File: src/common/slurm16_pkg.sv
// SLURM16 operand stage package.
// Holds the word widths, the instruction classes, the special register
// numbers and the packed types that travel between the decoder, the
// register file, the hazard check and the output register.

package slurm16_pkg;

	// Width of a data word and of an instruction word.
	localparam int data_bits = 16;

	// Width of a register number and the size of the register file.
	localparam int reg_bits = 4;
	localparam int num_regs = 16;

	// Width of the class field at the top of every instruction.
	localparam int class_bits = 4;

	// Width of the two low nibbles that hold an ALU source, an immediate
	// or a memory offset.
	localparam int field_bits = 4;

	// Register r0 always reads as zero and is never written.
	localparam logic [reg_bits-1:0] zero_register = 4'd0;

	// The return instruction reads the link register.
	localparam logic [reg_bits-1:0] link_register = 4'd15;

	// The return-from-interrupt instruction reads this one instead.
	localparam logic [reg_bits-1:0] interrupt_link_register = 4'd14;

	// Instruction classes, taken from bits [15:12] of the instruction.
	// Classes that span two codes use the low code bit as part of an
	// immediate or a condition, so both codes decode the same way here.
	typedef enum logic [class_bits-1:0] {
		class_nop             = 4'd0,
		class_ret_iret        = 4'd1,
		class_alu_single      = 4'd2,
		class_alu_reg_reg     = 4'd3,
		class_cond_mov        = 4'd4,
		class_three_reg_cond  = 4'd5,
		class_alu_imm_lo      = 4'd6,
		class_alu_imm_hi      = 4'd7,
		class_branch_lo       = 4'd8,
		class_branch_hi       = 4'd9,
		class_load_store      = 4'd10,
		class_byte_load_store = 4'd11,
		class_byte_load_sx    = 4'd12,
		class_peek_poke       = 4'd13,
		class_unused_lo       = 4'd14,
		class_unused_hi       = 4'd15
	} ins_class_t;

	// ALU format. Bits [11:8] carry the ALU operation.
	// The branch format shares this layout, with its index register in dest.
	typedef struct packed {
		ins_class_t             ins_class;
		logic [field_bits-1:0]  alu_op;
		logic [reg_bits-1:0]    dest;
		logic [field_bits-1:0]  src_or_imm;
	} ins_alu_t;

	// Memory format. Bits [11:8] carry the index register.
	typedef struct packed {
		ins_class_t             ins_class;
		logic [reg_bits-1:0]    idx;
		logic [reg_bits-1:0]    dest;
		logic [field_bits-1:0]  offset;
	} ins_mem_t;

	// One instruction word, seen through either format or as raw bits.
	typedef union packed {
		ins_alu_t               alu;
		ins_mem_t               mem;
		logic [data_bits-1:0]   raw;
	} ins_word_t;

	// Register selects for the two read ports.
	typedef struct packed {
		logic [reg_bits-1:0]    a_sel;
		logic [reg_bits-1:0]    b_sel;
	} reg_sel_t;

	// Writeback port of the register file.
	typedef struct packed {
		logic                   valid;
		logic [reg_bits-1:0]    reg_num;
		logic [data_bits-1:0]   data;
	} reg_write_t;

	// A destination that a later pipeline stage has yet to write back.
	typedef struct packed {
		logic                   valid;
		logic [reg_bits-1:0]    reg_num;
	} pending_t;

	// What the stage hands to execute.
	typedef struct packed {
		ins_word_t              instruction;
		logic [data_bits-1:0]   a_value;
		logic [data_bits-1:0]   b_value;
	} operand_t;

endpackage

File: src/decode/slurm16_cpu_decode.sv
// SLURM16 instruction decoder.
// Works out which two registers an instruction reads, so that the
// register file can fetch them and the hazard check can look for
// results that are still on their way.

`timescale 1ns/1ps

module slurm16_cpu_decode (
	input  slurm16_pkg::ins_word_t ins,
	output slurm16_pkg::reg_sel_t  sel
);

	import slurm16_pkg::*;

	always_comb begin
		// Both ports read r0 unless the class says otherwise.
		sel.a_sel = zero_register;
		sel.b_sel = zero_register;

		// The class nibble sits in the same place in every format, so
		// either union member gives the same value here.
		case (ins.alu.ins_class)
			class_nop: begin
				// Nothing to read.
			end
			class_ret_iret: begin
				// Bit 0 picks the interrupt return.
				if (ins.raw[0]) begin
					sel.a_sel = interrupt_link_register;
				end else begin
					sel.a_sel = link_register;
				end
			end
			class_alu_single: begin
				// Single operand ALU ops only need the source.
				sel.b_sel = ins.alu.src_or_imm;
			end
			class_alu_reg_reg, class_cond_mov, class_three_reg_cond: begin
				// Register to register forms read both dest and src.
				sel.a_sel = ins.alu.dest;
				sel.b_sel = ins.alu.src_or_imm;
			end
			class_alu_imm_lo, class_alu_imm_hi: begin
				// The low nibble is an immediate, so only dest is a register.
				sel.a_sel = ins.alu.dest;
			end
			class_branch_lo, class_branch_hi: begin
				// The branch index register sits where an ALU dest would.
				sel.a_sel = ins.alu.dest;
			end
			class_load_store, class_byte_load_store, class_byte_load_sx: begin
				// Memory forms address through idx plus an offset.
				sel.a_sel = ins.mem.dest;
				sel.b_sel = ins.mem.idx;
			end
			class_peek_poke: begin
				// I/O access uses the same layout as memory access.
				sel.a_sel = ins.mem.dest;
				sel.b_sel = ins.mem.idx;
			end
			default: begin
				// Unused classes read nothing.
			end
		endcase
	end

endmodule

File: src/regfile/slurm16_register_file.sv
// SLURM16 register file.
// Sixteen 16-bit registers with two combinational read ports and one
// write port. A read of the register being written returns the new data,
// and r0 always reads zero.

`timescale 1ns/1ps

module slurm16_register_file (
	input  logic                                clk,
	input  logic                                rst_n,
	input  slurm16_pkg::reg_sel_t               sel,
	input  slurm16_pkg::reg_write_t             wr,
	output logic [slurm16_pkg::data_bits-1:0]   a_value,
	output logic [slurm16_pkg::data_bits-1:0]   b_value
);

	import slurm16_pkg::*;

	logic [data_bits-1:0] regs [num_regs];

	// One read port. The incoming write is forwarded so that a register
	// written and read in the same cycle gives its new value.
	function automatic logic [data_bits-1:0] read_port(
		input logic [reg_bits-1:0] sel_num
	);
		logic [data_bits-1:0] value;
		if (sel_num == zero_register) begin
			value = '0;
		end else if (wr.valid && (wr.reg_num == sel_num)) begin
			value = wr.data;
		end else begin
			value = regs[sel_num];
		end
		return value;
	endfunction

	// Writes to r0 are dropped, so it stays at its reset value.
	always_ff @(posedge clk) begin
		if (!rst_n) begin
			for (int i = 0; i < num_regs; i++) begin
				regs[i] <= '0;
			end
		end else if (wr.valid && (wr.reg_num != zero_register)) begin
			regs[wr.reg_num] <= wr.data;
		end
	end

	// Port A feeds the first operand and port B the second.
	assign a_value = read_port(sel.a_sel);
	assign b_value = read_port(sel.b_sel);

endmodule

File: src/verilog/slurm16_hazard_check.sv
// SLURM16 operand hazard check.
// Compares the two register selects against the destinations that the
// execute and memory stages still have to write back, and stalls the
// stage while any of them matches.

`timescale 1ns/1ps

module slurm16_hazard_check (
	input  slurm16_pkg::reg_sel_t  sel,
	input  slurm16_pkg::pending_t  pend_ex,
	input  slurm16_pkg::pending_t  pend_mem,
	output logic                   stall
);

	import slurm16_pkg::*;

	logic a_hit;
	logic b_hit;

	// True when a pending write will change the selected register.
	// r0 is never written, so waiting on it would only lose cycles.
	function automatic logic depends_on(
		input logic [reg_bits-1:0] sel_num,
		input pending_t            pend
	);
		return pend.valid && (sel_num != zero_register) && (pend.reg_num == sel_num);
	endfunction

	// Each port checks both later stages.
	assign a_hit = depends_on(sel.a_sel, pend_ex) || depends_on(sel.a_sel, pend_mem);
	assign b_hit = depends_on(sel.b_sel, pend_ex) || depends_on(sel.b_sel, pend_mem);

	// The instruction waits if either of its operands is stale.
	assign stall = a_hit || b_hit;

endmodule

File: src/verilog/slurm16_operand_latch.sv
// SLURM16 operand output register.
// Holds the single output slot of the stage. It accepts an instruction
// when the operands are safe to read and the slot is free, and keeps
// the slot steady while execute applies back-pressure.

`timescale 1ns/1ps

module slurm16_operand_latch (
	input  logic                                clk,
	input  logic                                rst_n,
	input  logic                                in_valid,
	output logic                                in_ready,
	input  slurm16_pkg::ins_word_t              in_ins,
	input  logic [slurm16_pkg::data_bits-1:0]   a_value,
	input  logic [slurm16_pkg::data_bits-1:0]   b_value,
	input  logic                                stall,
	output logic                                out_valid,
	input  logic                                out_ready,
	output slurm16_pkg::operand_t               out_op
);

	logic slot_free;
	logic load;

	// The slot can take a new entry when it is empty or its current
	// entry leaves on this edge.
	assign slot_free = !out_valid || out_ready;

	// A pending hazard blocks acceptance even when the slot is free.
	assign in_ready = slot_free && !stall;

	// An input transfer happens on this edge.
	assign load = in_valid && in_ready;

	// Slot occupancy.
	always_ff @(posedge clk) begin
		if (!rst_n) begin
			out_valid <= 1'b0;
		end else if (load) begin
			out_valid <= 1'b1;
		end else if (out_ready) begin
			// The entry left and nothing replaced it.
			out_valid <= 1'b0;
		end
	end

	// Payload is only loaded on a transfer, so it holds while execute
	// keeps out_ready low.
	always_ff @(posedge clk) begin
		if (load) begin
			out_op.instruction <= in_ins;
			out_op.a_value     <= a_value;
			out_op.b_value     <= b_value;
		end
	end

endmodule

File: src/verilog/slurm16_operand_stage.sv
// SLURM16 operand stage.
// Decodes the register selects of an incoming instruction, reads both
// operands from the register file, waits out pending writebacks and
// hands the instruction with its operands to execute one cycle later.

`timescale 1ns/1ps

module slurm16_operand_stage (
	input  logic                     clk,
	input  logic                     rst_n,
	input  logic                     in_valid,
	output logic                     in_ready,
	input  slurm16_pkg::ins_word_t   in_ins,
	input  slurm16_pkg::reg_write_t  wr,
	input  slurm16_pkg::pending_t    pend_ex,
	input  slurm16_pkg::pending_t    pend_mem,
	output logic                     out_valid,
	input  logic                     out_ready,
	output slurm16_pkg::operand_t    out_op
);

	import slurm16_pkg::*;

	// Selects from the decoder, shared by the register file and the
	// hazard check.
	reg_sel_t              sel;
	logic [data_bits-1:0]  a_value;
	logic [data_bits-1:0]  b_value;
	logic                  stall;

	slurm16_cpu_decode decode_i (
		.ins (in_ins),
		.sel (sel)
	);

	slurm16_register_file register_file_i (
		.clk     (clk),
		.rst_n   (rst_n),
		.sel     (sel),
		.wr      (wr),
		.a_value (a_value),
		.b_value (b_value)
	);

	slurm16_hazard_check hazard_check_i (
		.sel      (sel),
		.pend_ex  (pend_ex),
		.pend_mem (pend_mem),
		.stall    (stall)
	);

	slurm16_operand_latch operand_latch_i (
		.clk       (clk),
		.rst_n     (rst_n),
		.in_valid  (in_valid),
		.in_ready  (in_ready),
		.in_ins    (in_ins),
		.a_value   (a_value),
		.b_value   (b_value),
		.stall     (stall),
		.out_valid (out_valid),
		.out_ready (out_ready),
		.out_op    (out_op)
	);

endmodule

File: config.mk
export PLATFORM = sky130hd
export DESIGN_NAME = slurm16_operand_stage
export DESIGN_NICKNAME = d
export VERILOG_FILES = /design/src/common/slurm16_pkg.sv /design/src/decode/slurm16_cpu_decode.sv /design/src/regfile/slurm16_register_file.sv /design/src/verilog/slurm16_hazard_check.sv /design/src/verilog/slurm16_operand_latch.sv /design/src/verilog/slurm16_operand_stage.sv
export SDC_FILE = /design/constraint.sdc
export NUM_CORES = 1
export LEC_CHECK = 0
export BUFFER_PORTS_ARGS = -buffer_cell sky130_fd_sc_hd__buf_4
export CORE_UTILIZATION = 40
export CTS_CLUSTER_SIZE = 10
export DETAILED_ROUTE_END_ITERATION = 10
export GPL_TIMING_DRIVEN = 0
export SYNTH_ARGS = -nofsm -noshare
export SYNTH_HDL_FRONTEND = slang
export SYNTH_SLANG_ARGS = --single-unit
File: constraint.sdc
create_clock -name clk -period 16.05 [get_ports clk]
set_clock_uncertainty 0.15 [all_clocks]
set_input_delay 3.21 -clock clk [delete_from_list [all_inputs] [get_ports clk]]
set_output_delay 3.21 -clock clk [all_outputs]
set_load 0.02 [all_outputs]
# Yosys cells after proc, flatten, opt, wreduce, memory -nomap -nowiden
# Memories as Yosys holds them, arrays and structs flattened.
# Index checks and enable logic that the tools add are counted.
[word_totals]
memories = 1
wordCells = 67
ram_bits = 256
register_bits = 49
[classes]
reduce_logical = 29
n_eq_ne = 19
muxes = 14
[memory_table]
columns = ["name", "words", "width", "read_ports", "rd_ports_with_merged_regs", "write_ports", "line_no", "text"]
rows = [
  ["register_file_i.regs", 16, 16, 2, 0, 16, "slurm16_register_file.sv:19", "logic [data_bits-1:0] regs [num_regs];"],
]
[ops]
columns = ["cell", "count"]
rows = [
  ["16-bit two-way mux", 3],
  ["4-bit == test", 6],
  ["4-bit == test, second input constant", 6],
  ["4-bit by 3-bit == test with 1-bit output, second input constant", 4],
  ["4-bit case mux with 2 select lines", 2],
  ["16-bit OR reduction", 1],
  ["1-bit logical AND", 13],
  ["4-bit nonzero test", 3],
  ["11-bit OR reduction", 1],
  ["4-bit by 2-bit == test with 1-bit output, second input constant", 2],
  ["4-bit logical NOT", 2],
  ["1-bit two-way mux", 8],
  ["4-bit OR reduction", 2],
  ["4-bit by 1-bit == test with 1-bit output, second input constant", 1],
  ["1-bit logical OR", 4],
  ["4-bit two-way mux", 1],
  ["1-bit logical NOT", 2],
  ["2-bit nonzero test", 1],
]

# Longest topological paths before layout
[depth]
ltp_word = 12
mapped_depth = 11
mapped_depth_nobuf = 7

# Hierarchy
# Synthesis repeated with hierarchy kept, for this count alone.
[hier_totals]
hier_cells = 1167
area_unflattened_um2 = 16057.9
[by_module_without_submodules]
columns = ["mod", "cells_per_inst", "n_inst", "seq_area_each_um2", "area_each_um2"]
rows = [
  ["slurm16_register_file", 1049, 1, 7687.4, 14146.1],
  ["slurm16_operand_latch", 55, 1, 1461.4, 1501.4],
  ["slurm16_hazard_check", 33, 1, 0.0, 219.0],
  ["slurm16_cpu_decode", 30, 1, 0.0, 191.4],
]

# Least setup slack after synthesis
# OpenSTA, ideal clock, no wires.
[synth_path]
path_kind = "input to register"
start = "input in_ins[14] (netlist bit)"
end = "register operand_latch_i.out_op[0] (netlist name)"
stages = 10
required_ns = 15.377
setup_time_ns = 0.523
t_arrival_ns = 8.341
path_slack_ns = 7.037
path_cell_list = "buf_6 -> or3_1 -> o221a_2 -> buf_2 -> buf_2 -> xnor2_1 -> nand4_1 -> o22ai_1 -> or3_1 -> nor3b_1"
[synth_between]
elab_chain_cells = 11
[synth_rtl]
columns = ["element", "line_no", "text"]
rows = [
  ["start: declaration", "slurm16_operand_stage.sv:13", "input slurm16_pkg::ins_word_t in_ins,"],
  ["4-bit by 2-bit == test with 1-bit output, or another cell as far along", "slurm16_cpu_decode.sv:22", "case (ins.alu.ins_class)"],
  ["11-bit OR reduction (no line) or 4-bit OR reduction (tied branches)", "--", ""],
  ["4-bit case mux with 2 select lines", "slurm16_cpu_decode.sv:22", ""],
  ["4-bit nonzero test", "slurm16_hazard_check.sv:26", "return pend.valid && (sel_num != zero_register) && (pend.reg_num == sel_num);"],
  ["1-bit logical AND (2 in series)", "slurm16_hazard_check.sv:26", ""],
  ["1-bit logical OR, on equally long branches", "slurm16_hazard_check.sv:30, slurm16_hazard_check.sv:31", ""],
  ["1-bit logical OR *", "slurm16_hazard_check.sv:34", "assign stall = a_hit || b_hit;"],
  ["1-bit logical NOT *", "slurm16_operand_latch.sv:30", "assign in_ready = slot_free && !stall;"],
  ["1-bit logical AND *", "slurm16_operand_latch.sv:30", ""],
  ["1-bit logical AND *", "slurm16_operand_latch.sv:33", "assign load = in_valid && in_ready;"],
  ["net operand_latch_i.load", "slurm16_operand_latch.sv:23", "logic load;"],
]
# Mark *: on every way through the listed nets, which the timed path passes. The rest lies on a longest branch.
# A chain may end at the register's enable or synchronous reset.

# Final worst setup path
[layout_path]
start = "input in_ins[14] (netlist bit)"
end = "output in_ready"
[layout_between]
elab_chain_cells = 10
[layout_rtl]
columns = ["element", "line_no", "text"]
rows = [
  ["4-bit by 2-bit == test with 1-bit output, or another cell as far along", "slurm16_cpu_decode.sv:22", ""],
  ["11-bit OR reduction (no line) or 4-bit OR reduction (tied branches)", "--", ""],
  ["4-bit case mux with 2 select lines", "slurm16_cpu_decode.sv:22", ""],
  ["4-bit nonzero test", "slurm16_hazard_check.sv:26", ""],
  ["1-bit logical AND (2 in series)", "slurm16_hazard_check.sv:26", ""],
  ["1-bit logical OR, on equally long branches", "slurm16_hazard_check.sv:30, slurm16_hazard_check.sv:31", ""],
  ["1-bit logical OR *", "slurm16_hazard_check.sv:34", ""],
  ["1-bit logical NOT *", "slurm16_operand_latch.sv:30", ""],
  ["1-bit logical AND *", "slurm16_operand_latch.sv:30", ""],
  ["end: declaration", "slurm16_operand_stage.sv:12", "output logic in_ready,"],
]
# Mark *: on every way between the ends. The rest lies on a longest branch, timed or not.

==> summary.md <==
| Metric | Value |
|---|---|
| Later-pin clock latency in the skew report | 0.56 ns |
| Clk sinks | roughly 310 |
| Initial drt markers | between 1,500 and 2,000 |
| First-pass GRT wire length | approximately 93 mm |
| Post-route setup slack | 6.87 ns |
| CP peak stage delay | 0.60 ns |
| Gpl congestion | 0.987 |
| P per Cell Area | 110 nW/um^2 |
| TritonRoute pass-1 iters | 8 |
| DR vias/cell | 6.22 |
| DRC viols | 0 |
| Synth top area cells | edfxtp_1, and2_1, mux2i_1, nand2_1, a311o_1 |
| Hold WS | 0.489 ns |
| Layout cells sized above 1 | between 15 and 20% |
| Cell taking the most area after synthesis | edfxtp_1 |
| Unrepaired setup endpoints after global routing | false |
| # setup viols final | 0 |
| Slew headroom | 23.8% |
| Worst path required time | 12.69 ns |
| Die area | 43,700 um^2 |
| Worst Tran Pin Value | 1.14 ns |
| GRT Util Overall | between 30% and 40% |
| Yosys reg bits | between 300 and 400 |
| Root Driver | clkbuf_16 |
| Netlist cell types | 64 |
| Post-synthesis cell count | 1,515 |
| Cell area after synthesis | 17,200 um^2 |
| Kind of critical path | in2out |
| Peak Freq | 109 MHz |
| Pre-CTS setup slack | 6.97 ns |
| Fraction of registers with async set/reset | 0% |
| Fillers | 3,883 |
| Critical path capture point type | output pin |
| Critical path startpoint category | primary input |
| Slowest cell on crit path | clkbuf_1 |
| Die X | 209 um |
| Count leader, synth | edfxtp_1 |
| Placement Rows | 75 |
| Wire length per cell | ~30 um |
| Crit path buf inv count | 4 |
| Resized cells post-CTS | 0 |
| Seq/Total Area, Yosys | roughly 53% |
| Main synth FF type | edfxtp_1 |
| Initial antenna violation count | 1 |
| Signal arrival time at the worst endpoint | 5.82 ns |
| Post-layout min period | just over 9 ns |
| Number of routed nets with antenna violations | 0 |
| Overflow after GRT | 0 |
| Post-CTS Setup Bufs | 0 |
| Worst path cell trace | buf_4, buf_6, xnor2_1, or2_2, clkbuf_1, a311oi_1, a21oi_1, nor2_1, or3_1, nor2_1, buf_4 |
| Yosys warns | 0 |
| EDFF count, synth | approximately 300 |
| Synth top cells by count | edfxtp_1, and2_1, nand2_1, mux2i_1, clkbuf_1 |
| Final hold violations | 0 |
| VDD IR max | 0.0687 mV |
| Power Total | between 0.002 and 0.0025 W |
| Fin nets | ~1,700 |
| Die H | 209 um |
| Pleak | 7.31 nW |
| Final Max Slew Viols | 0 |
| Post-synth top area share | 53.2% |
| Area occupied by multi-input gates | 7500 um^2 |
| Longest Clk Path Bufs | 3 |
| H-tree Lvls | 2 |
| # hold bufs at CTS | 0 |
| Family with the most delay on the worst path | buffers and inverters |
| Mean Syn Cell Area | 11.3 um^2 |
| Final Core Density | 47.2% |
| Period utilization | 57.2% |
| TritonCTS Buffers | 37 |
| Starting Density | between 40 and 50% |
| Worst-path clk slew | 0.05 ns |
| Core footprint | approximately 42,000 um^2 |
| Input/output buffers | 98 |
| P&R area growth vs syn | 16.0% |
| Largest net degree at the start of global routing | 17 |
| Final setup TNS | 0 ns |
| Vias | between 10,000 and 15,000 |
| Dpl hpwl | 48.6 mm |
| Critical Path Fanout Max | 10 |
| Vias in the first global route | 13,262 |
| Io pins | 101 |
| Register area | slightly above 9000 um^2 |
| CTS tree | yes |
| Max Cap Viol | 0 |
| Status | complete, no violations |
| Worst Hold Class | reg2reg |
| Final WL | 66.0 mm |
## metrics by stage
| step | instance area, um^2 | std cells |
|---|---|---|
| floorplan | 17200 | 1530 |
| global placement | 18600 | 2167 |
| detailed placement | 18900 | 2182 |
| CTS | 19900 | 2232 |
| global route | 19900 | 2232 |
| finish | 19900 | 2233 |
## worst min-delay path: stages, from the launching register on
cell     delay, ns
dfxtp_1       0.30
nor2b_1       0.15
nand2_1       0.06
o21ai_0       0.07
## where the power goes
group	leakage [nW]	total, W	switching, W	internal [W]
combinational	3.89	0.000454	0.000299	0.000155
clock	0.501	0.000759	0.000325	0.000433
sequential	2.92	0.000974	0.0000314	0.000943
total	7.31	0.00219	0.000656	0.00153
## layout make-up
class                           instances  share of cell area (%)
Timing Repair Buffer                  113                    4.70
Clock buffer                           45                    5.02
Sequential cell                       305                    46.0
Buffer                                129                    3.02
Multi-Input combinational cell       1092                    37.7
Inverter                                4                  0.0755
Tap cell                              539                    3.39
Antenna cell                            1                  0.0126
Clock inverter                          5                   0.126
## flip-flops by register name, indices dropped and copies added, names as in the netlist
register	cells
operand_latch_i.out_op	48
register_file_i.regs	256
operand_latch_i.out_valid	1
## worst paths after layout
check,slack (ns),end,start,cells after the start
setup / recovery,6.87,in_ready,in_ins[14],11
hold / removal,0.49,operand_latch_i.out_valid,operand_latch_i.out_valid,3
setup reg to reg,13.48,operand_latch_i.out_op[30],register_file_i.regs[6][14],6
hold reg to reg,0.49,operand_latch_i.out_valid,operand_latch_i.out_valid,3
## cell usage in the layout, fill, tap and decap left out, drive strengths merged, types with 30 or more instances in the layout
cell    synthesis  final
nand2         224    224
edfxtp        304    304
a22o           30     30
o21ai          37     37
clkbuf         76    121
a311oi         30     30
a311o          33     33
mux2i         159    159
a211oi         37     37
and2          261    261
buf            53    166
nor2           35     35
## metal layers
metal,vias to the layer above,GRT usage (%),wire length [um]
li1,5981,-,-
met1,6871,39.2,26200
met2,885,45.8,28600
met3,149,7.08,6960
met4,2,17.3,4160
met5,-,0,20
## logic make-up after synthesis
group                  share of synthesized area, %
buffers and inverters                          3.59
AND/OR/NAND/NOR                                18.2
AO/OA/AOI/OAI                                  13.4
other                                        0.0219
flip-flops                                     53.3
XOR/XNOR                                       1.18
multiplexers                                   10.3
Power figures use the tool's default switching activity.
